## config.mk

```make
export PLATFORM = sky130hd
export DESIGN_NAME = fu_cluster
export DESIGN_NICKNAME = d
export VERILOG_FILES = /design/src/design/exu_pkg.sv /design/src/design/operand_select.sv /design/src/design/int_alu.sv /design/src/design/shift_add_mul.sv /design/src/design/fu_cluster.sv
export VERILOG_INCLUDE_DIRS = /design/src /design/src/design
export SDC_FILE = /design/constraint.sdc
export NUM_CORES = 1
export LEC_CHECK = 0
export BUFFER_PORTS_ARGS = -buffer_cell sky130_fd_sc_hd__buf_2
export CELL_PAD_IN_SITES_DETAIL_PLACEMENT = 1
export CELL_PAD_IN_SITES_GLOBAL_PLACEMENT = 1
export CORE_MARGIN = 2
export CORE_UTILIZATION = 41
export CTS_BUF_LIST = sky130_fd_sc_hd__clkbuf_2 sky130_fd_sc_hd__clkbuf_4 sky130_fd_sc_hd__clkbuf_8
export CTS_CLUSTER_SIZE = 28
export DETAILED_ROUTE_END_ITERATION = 8
export PLACE_DENSITY = 0.84
export SLEW_MARGIN = 15
export SYNTH_ARGS = -nofsm -noshare
export SYNTH_HDL_FRONTEND = slang
export SYNTH_SLANG_ARGS = --single-unit
```

## constraint.sdc

```tcl
create_clock -name clk -period 7.2 [get_ports clk]
set_input_delay 1.44 -clock clk [delete_from_list [all_inputs] [get_ports clk]]
set_output_delay 1.44 -clock clk [all_outputs]
set_load 0.01 [all_outputs]
```

## src/design/exu_macros.svh

```systemverilog
`ifndef EXU_MACROS_SVH
`define EXU_MACROS_SVH

// Architectural data word width
`define EXU_XLEN 32

// Reorder buffer tag width, 8 entries
`define EXU_TAG_W 3

// One shift-add iteration per multiplier bit
`define EXU_MUL_STEPS 32

`endif

```

## src/design/exu_pkg.sv

```systemverilog
`include "exu_macros.svh"

package exu_pkg;

    // Vector types with a meaning
    typedef logic [`EXU_XLEN-1:0]   word_t;
    typedef logic [2*`EXU_XLEN-1:0] dword_t;
    typedef logic [4:0]             reg_idx_t;
    typedef logic [`EXU_TAG_W-1:0]  rob_tag_t;

    // ALU op, funct3 in the low bits, bit 3 picks sub/sra
    typedef logic [3:0] alu_op_t;
    localparam alu_op_t ALU_ADD  = 4'b0000;
    localparam alu_op_t ALU_SLL  = 4'b0001;
    localparam alu_op_t ALU_SLT  = 4'b0010;
    localparam alu_op_t ALU_SLTU = 4'b0011;
    localparam alu_op_t ALU_XOR  = 4'b0100;
    localparam alu_op_t ALU_SRL  = 4'b0101;
    localparam alu_op_t ALU_OR   = 4'b0110;
    localparam alu_op_t ALU_AND  = 4'b0111;
    localparam alu_op_t ALU_SUB  = 4'b1000;
    localparam alu_op_t ALU_SRA  = 4'b1101;

    // Branch compare, same as branch funct3
    typedef logic [2:0] cmp_op_t;
    localparam cmp_op_t CMP_BEQ  = 3'b000;
    localparam cmp_op_t CMP_BNE  = 3'b001;
    localparam cmp_op_t CMP_BLT  = 3'b100;
    localparam cmp_op_t CMP_BGE  = 3'b101;
    localparam cmp_op_t CMP_BLTU = 3'b110;
    localparam cmp_op_t CMP_BGEU = 3'b111;

    // Multiply kind, low two bits of the M-extension funct3
    typedef logic [1:0] mul_op_t;
    localparam mul_op_t MUL_MUL    = 2'b00;
    localparam mul_op_t MUL_MULH   = 2'b01;
    localparam mul_op_t MUL_MULHSU = 2'b10;
    localparam mul_op_t MUL_MULHU  = 2'b11;

    typedef enum logic [1:0] {
        MUL_IDLE,
        MUL_RUN,
        MUL_DONE
    } mul_state_e;

    // One packet from the reservation station
    typedef struct packed {
        logic     start;
        rob_tag_t tag;
        reg_idx_t rd;
        word_t    pc;
        word_t    imm;
        reg_idx_t rs1_idx;
        reg_idx_t rs2_idx;
        logic     op1_is_pc;
        logic     op2_is_imm;
        logic     is_branch;
        logic     is_mul;
        alu_op_t  alu_op;
        cmp_op_t  cmp_op;
        mul_op_t  mul_op;
    } issue_pkt_t;

    typedef struct packed {
        word_t rs1_value;
        word_t rs2_value;
    } reg_resp_t;

    typedef struct packed {
        word_t alu_a;
        word_t alu_b;
        word_t cmp_a;
        word_t cmp_b;
    } operands_t;

    // One common data bus slot
    typedef struct packed {
        logic     valid;
        rob_tag_t tag;
        reg_idx_t rd;
        word_t    value;
        logic     br_taken;
    } cdb_t;

endpackage

```

## src/design/operand_select.sv

```systemverilog
module operand_select
    import exu_pkg::*;
(
    input  issue_pkt_t issue,
    input  reg_resp_t  regs,
    output operands_t  ops
);

    word_t rs1_val;
    word_t rs2_val;

    // x0 reads as zero whatever the register file returned
    assign rs1_val = (issue.rs1_idx == '0) ? '0 : regs.rs1_value;
    assign rs2_val = (issue.rs2_idx == '0) ? '0 : regs.rs2_value;

    always_comb begin
        // First operand, PC for auipc, jumps and branch targets
        if (issue.op1_is_pc) begin
            ops.alu_a = issue.pc;
        end else begin
            ops.alu_a = rs1_val;
        end

        // Second operand, immediate or rs2
        if (issue.op2_is_imm) begin
            ops.alu_b = issue.imm;
        end else begin
            ops.alu_b = rs2_val;
        end

        // Comparator always sees registers
        // so a branch can compare while the ALU adds pc and imm
        ops.cmp_a = rs1_val;
        ops.cmp_b = rs2_val;
    end

endmodule

```

## src/design/int_alu.sv

```systemverilog
module int_alu
    import exu_pkg::*;
(
    input  alu_op_t   alu_op,
    input  cmp_op_t   cmp_op,
    input  operands_t ops,
    output word_t     result,
    output logic      br_taken
);

    logic [4:0] shamt;
    logic       lt_signed;
    logic       lt_unsigned;
    logic       equal;

    // Shifts only look at five bits
    assign shamt = ops.alu_b[4:0];

    // ALU op
    always_comb begin
        result = '0;
        case (alu_op)
            ALU_ADD:  result = ops.alu_a + ops.alu_b;
            ALU_SUB:  result = ops.alu_a - ops.alu_b;
            ALU_SLL:  result = ops.alu_a << shamt;
            ALU_SLT:  result[0] = $signed(ops.alu_a) < $signed(ops.alu_b);
            ALU_SLTU: result[0] = ops.alu_a < ops.alu_b;
            ALU_XOR:  result = ops.alu_a ^ ops.alu_b;
            ALU_SRL:  result = ops.alu_a >> shamt;
            ALU_SRA:  result = word_t'($signed(ops.alu_a) >>> shamt);
            ALU_OR:   result = ops.alu_a | ops.alu_b;
            ALU_AND:  result = ops.alu_a & ops.alu_b;
            default:  result = '0;
        endcase
    end

    // Comparator works on raw register values
    assign equal       = (ops.cmp_a == ops.cmp_b);
    assign lt_signed   = ($signed(ops.cmp_a) < $signed(ops.cmp_b));
    assign lt_unsigned = (ops.cmp_a < ops.cmp_b);

    always_comb begin
        case (cmp_op)
            CMP_BEQ:  br_taken = equal;
            CMP_BNE:  br_taken = !equal;
            CMP_BLT:  br_taken = lt_signed;
            CMP_BGE:  br_taken = !lt_signed;
            CMP_BLTU: br_taken = lt_unsigned;
            CMP_BGEU: br_taken = !lt_unsigned;
            // funct3 010 and 011 are not branches
            default:  br_taken = 1'b0;
        endcase
    end

endmodule

```

## src/design/shift_add_mul.sv

```systemverilog
`include "exu_macros.svh"

module shift_add_mul
    import exu_pkg::*;
(
    input  logic    clk,
    input  logic    rst,
    input  logic    start,
    input  mul_op_t mul_op,
    input  word_t   a,
    input  word_t   b,
    output dword_t  product,
    output logic    done
);

    localparam int CNT_W = $clog2(`EXU_MUL_STEPS);

    mul_state_e       state;
    logic [CNT_W-1:0] step;
    logic             a_neg;
    logic             b_neg;
    word_t            a_mag;
    word_t            b_mag;
    logic             negate;
    dword_t           acc;
    dword_t           mcand;
    word_t            mplier;

    // mulh signs both, mulhsu only a, mul and mulhu neither
    assign a_neg = ((mul_op == MUL_MULH) || (mul_op == MUL_MULHSU)) && a[`EXU_XLEN-1];
    assign b_neg = (mul_op == MUL_MULH) && b[`EXU_XLEN-1];

    // Magnitudes, 0x80000000 stays correct as unsigned
    assign a_mag = a_neg ? -a : a;
    assign b_mag = b_neg ? -b : b;

    // Control FSM
    always_ff @(posedge clk) begin
        if (rst) begin
            state <= MUL_IDLE;
            step  <= '0;
        end else begin
            case (state)
                MUL_IDLE: begin
                    // Start while busy never reaches here
                    if (start) begin
                        state <= MUL_RUN;
                        step  <= '0;
                    end
                end
                MUL_RUN: begin
                    step <= step + 1'b1;
                    if (step == CNT_W'(`EXU_MUL_STEPS - 1)) begin
                        state <= MUL_DONE;
                    end
                end
                MUL_DONE: state <= MUL_IDLE;
                default:  state <= MUL_IDLE;
            endcase
        end
    end

    // Datapath, one multiplier bit per cycle
    always_ff @(posedge clk) begin
        if ((state == MUL_IDLE) && start) begin
            acc    <= '0;
            mcand  <= {{`EXU_XLEN{1'b0}}, a_mag};
            mplier <= b_mag;
            negate <= a_neg ^ b_neg;
        end else if (state == MUL_RUN) begin
            if (mplier[0]) begin
                acc <= acc + mcand;
            end
            mcand  <= mcand << 1;
            mplier <= mplier >> 1;
        end
    end

    // Sign fix applied on the way out in the done cycle
    assign product = negate ? -acc : acc;
    assign done    = (state == MUL_DONE);

endmodule

```

## src/design/fu_cluster.sv

```systemverilog
`include "exu_macros.svh"

module fu_cluster
    import exu_pkg::*;
(
    input  logic       clk,
    input  logic       rst,
    input  issue_pkt_t issue,
    input  reg_resp_t  regs,
    output logic       mul_available,
    output cdb_t       cdb_alu,
    output cdb_t       cdb_mul
);

    operands_t ops;
    word_t     alu_result;
    logic      alu_br_taken;
    logic      mul_start;
    dword_t    mul_product;
    logic      mul_done;
    rob_tag_t  mul_tag_q;
    reg_idx_t  mul_rd_q;
    mul_op_t   mul_op_q;

    operand_select u_operand_select (
        .issue (issue),
        .regs  (regs),
        .ops   (ops)
    );

    int_alu u_int_alu (
        .alu_op   (issue.alu_op),
        .cmp_op   (issue.cmp_op),
        .ops      (ops),
        .result   (alu_result),
        .br_taken (alu_br_taken)
    );

    // Multiply only accepted while the unit is free
    assign mul_start = issue.start && issue.is_mul && mul_available;

    shift_add_mul u_shift_add_mul (
        .clk     (clk),
        .rst     (rst),
        .start   (mul_start),
        .mul_op  (issue.mul_op),
        .a       (ops.alu_a),
        .b       (ops.alu_b),
        .product (mul_product),
        .done    (mul_done)
    );

    // Busy from the cycle after acceptance until the result is out
    always_ff @(posedge clk) begin
        if (rst) begin
            mul_available <= 1'b1;
        end else if (mul_start) begin
            mul_available <= 1'b0;
        end else if (mul_done) begin
            mul_available <= 1'b1;
        end
    end

    // Destination info of the multiply in flight
    always_ff @(posedge clk) begin
        if (mul_start) begin
            mul_tag_q <= issue.tag;
            mul_rd_q  <= issue.rd;
            mul_op_q  <= issue.mul_op;
        end
    end

    // ALU slot answers in the issue cycle
    always_comb begin
        cdb_alu.valid    = issue.start && !issue.is_mul;
        cdb_alu.tag      = issue.tag;
        cdb_alu.rd       = issue.rd;
        cdb_alu.value    = alu_result;
        cdb_alu.br_taken = issue.is_branch && alu_br_taken;
    end

    // Multiply slot, mul takes the low word and the rest the high word
    always_comb begin
        cdb_mul.valid    = mul_done;
        cdb_mul.tag      = mul_tag_q;
        cdb_mul.rd       = mul_rd_q;
        cdb_mul.value    = (mul_op_q == MUL_MUL) ? mul_product[`EXU_XLEN-1:0]
                                                 : mul_product[2*`EXU_XLEN-1:`EXU_XLEN];
        cdb_mul.br_taken = 1'b0;
    end

endmodule

```

==> implementation parameters <==
Parameter                              Value

Cells and area
  Post-route cell area ... 0.02806 mm²
  Ratio of cells with drive above 1 in the final layout ... 17.29%
  Final Core Density ... 47.37%
  Area overhead of the layout relative to synthesis ... 13.63%
  Final nets ... 4,051
  Fill cell total of the finished layout ... 7,690
  Number of non-filler instances in the completed layout ... 4,522

Yosys
  Number of nets produced by synthesis ... 3,808
  Top post-synthesis cells by area ... edfxtp_1 9.1%, dfxtp_1 8.4%, nand2_1 7.9%
  Share of synthesized registers carrying an async set or reset ... 0%
  Cell taking the most area after synthesis ... edfxtp_1
  Synth cell types ... 111
  Mux share of post-synthesis cell area ... 7.376%
  Cell with the most instances after synthesis ... nand2_1
  Commonest cells in the synthesized netlist ... 519 x nand2_1, 341 x a21oi_1, 324 x nor2_1
  Sequential-to-total area share from yosys stat ... 17.55%
  EDFF count, synth ... 75
  Post-synth top flop ... dfxtp_1
  Adder and majority cell fraction of the synthesized area ... 8.055%
  Ys Warns ... 0
  Post-Syn Area per Cell ... 7.073 µm²
  Mapped cell area ... 0.02470 mm²
  Cells after synthesis ... 3,492
  Combinational family with the most area after synthesis ... compound AO/OA/AOI/OAI gates
  Parity-gate share of the synthesized area counting xor and xnor cells ... 7.341%
  Share of the synthesized area in the top cell type ... 9.119%
  Compound-cell area share of the yosys netlist ... 30.37%
  Basic-gate share of the synthesized area counting and, or, nand and nor cells ... 23.36%
  Synth Register Bits ... 179

Global route
  Total congestion overflow ... 0
  GRT met1 Usage ... 45.80%
  Peak-usage layer in the global routing report ... met2
  Met2 Track Usage GR ... 59.33%
  Via count of the first global-routing pass ... 28,680
  Met3 track utilization from global routing ... 5.027%
  Wire length of the first global-routing pass ... 175,700 µm
  Number of antenna violations at the first check in global routing ... 2
  Global-route usage over all layers ... 36.24%
  Largest net degree at the start of global routing ... 103

Worst setup path
  Worst r2r dst ... u_shift_add_mul.acc[63]
  Setup crit end kind ... primary output
  Crit Path Max Fanout ... 35
  Data required time of the worst path ... 5.76 ns
  WP data arrival ... 5.57 ns
  Launching point of the worst reg2reg path ... u_shift_add_mul.mcand[10]
  FF-to-FF path depth ... 12
  Crit path kind ... in -> out
  CP Launch Type ... input pin
  Setup slack on the worst flop-to-flop path ... 2.76 ns

Placement
  Routability Congestion ... 1.041
  Count of input and output buffers ... 245
  Total instance count after detailed placement ... 4,486
  Area post-placement ... 0.02754 mm²
  Detailed-placement wirelength estimate ... 93,770 µm
  Pre-CTS setup slack ... -0.04084 ns

Route
  Post-DRT Antenna Nets ... 0
  Via-to-Cell Ratio ... 6.403
  DRC errors left ... 0
  Detailed Route WL ... 116,800 µm
  TritonRoute pass-1 iters ... 5
  Number of design-rule violations left by the first detailed-router iteration ... 3,201
  Average wire length per cell after detail routing ... 25.83 µm
  Vias after detailed routing ... 28,950

Pwr
  Worst IR Drop VDD ... 0.1185 mV
  Overall power of the completed layout ... 4.884 mW
  Leakage power figure ... 11.95 nW
  Power per unit of standard cell area ... 174.0 mW/mm²

Clocking
  Num CTS Buffers ... 17
  Later-pin clock latency in the skew report ... 0.52 ns
  Deepest level of the CTS H-tree ... 4
  Clock transition at the registers of the reported paths ... 0.10 ns
  Clock root cell ... clkbuf_8
  Sinks on Clock Net ... 179
  Clock tree from TritonCTS ... built
  # hold bufs at CTS ... 0
  Bufs on Longest Clock Path ... 2

Die
  Core Box Area ... 0.05924 mm²
  Die height ... 249.4 µm
  Total number of placement rows ... 89
  Die outline area ... 0.06222 mm²
  Initial cell density of the core ... 41.69%
  Overall die width ... 249.4 µm
  Number of top-level design ports ... 247

STA
  Hold Vio Cnt, Final ... 0
  Pins Over Slew Limit ... 0
  Layout Skew ... 0.01774 ns
  Fin Setup TNS ... 0 ns
  Final setup violating endpoints ... 0
  Maximum achievable frequency ... 0.1426 GHz
  Final period demand of the worst path ... 7.014 ns
  Transition at the pin with the smallest max-transition slack ... 1.025 ns
  Fraction of the cycle the final worst path needs ... 97.42%
  Fin worst setup slack ... 0.1859 ns
  Minimum hold slack ... 0.4867 ns
  Worst slew margin relative to its limit ... 30.98%

Min path
  Hold WC Path Type ... reg -> reg
  Worst hold stages ... 2
  Capture endpoint of the worst hold path ... u_shift_add_mul.mcand[51]
  Start point of the worst min-delay path ... u_shift_add_mul.mcand[50]

Outcome
  Status ... completed

Job
  Number of maximum-capacitance constraint violations ... 0
## state kept, by name, indices dropped and copies added (netlist names), 2 cells and up
signal and count:
u_shift_add_mul.mplier 32, mul_rd_q 5, u_shift_add_mul.mcand 64, mul_op_q 2, mul_tag_q 3, u_shift_add_mul.state 2
u_shift_add_mul.acc 64, u_shift_add_mul.step 5
## power by group
group	switching, mW	leakage [nW]	internal (mW)
Sequential	0.149	1.56	1.18
Clock	0.415	0.192	0.282
Combinational	1.80	10.2	1.06
Total	2.36	12.0	2.52
## worst max-delay path by stage
stage,startpoint,to,slack [ns]
3_5_place_dp,issue[22],cdb_alu[28],-0.04
6_report,issue[12],cdb_alu[29],0.19
3_3_place_gp,issue[22],cdb_alu[28],0.01
4_1_cts,issue[16],cdb_alu[28],0.05
2_1_floorplan,issue[16],cdb_alu[28],-0.1
5_1_grt,issue[12],cdb_alu[23],-0.006
## critical path: stages
cell and delay (ns):
buf_2 0.16, buf_12 0.18, buf_12 0.23, mux2_2 0.38
o31ai_4 0.06, buf_4 0.20, inv_1 0.07, ha_1 0.38
nand3_1 0.20, nor2_1 0.18, nand2_1 0.12, o2111ai_1 0.25
o31ai_2 0.12, o211a_4 0.32, o21a_1 0.24, o41ai_1 0.44
o21ai_0 0.16, or4b_1 0.18, nand3_1 0.08, buf_2 0.15
## metal layers
metal / wire [µm] / up-vias
met3: 8822 / 373
met1: 47560 / 13990
met5: 11 / -
li1: - / 13180
met2: 52940 / 1413
met4: 7475 / 2
## cell families (layout without fill, tap and decap cells)
logic type	Yosys count	after routing
other cells	1	2
fa+ha+maj	158	158
simple gates	1262	1262
mux	172	172
xor+xnor	207	207
compound gates	1172	1172
buf+inv	341	597
flops	179	179
## final cells by class
cell class	instances	area, µm²	area share, %
Antenna cell	1	2.502	0.008917
Clock buffer	18	241.5	0.8605
Clock inverter	14	131.4	0.4681
Inverter	109	410.4	1.462
Multi-Input combinational cell	2972	19070	67.97
Sequential cell	179	4334	15.44
Tap cell	773	967.2	3.446
Timing Repair Buffer	456	2902	10.34
## layout by cell type, fill, tap and decap left out, types with 70 or more instances in the layout
cell,count
o21ai_0,287
edfxtp_1,75
buf_4,203
a21oi_1,340
dfxtp_1,104
mux2i_1,112
nor2_1,323
xnor2_1,147
buf_2,245
ha_1,151
nand2_1,518
nand3_1,70
inv_1,92
## repair_timing
item                                    CTS  global route
endpoints found under the setup margin    1            11
pin swaps                                 0             7
setup buffers                             0             3
resized for setup                         3            21
Note: power is estimated with default switching activity, not from simulation.
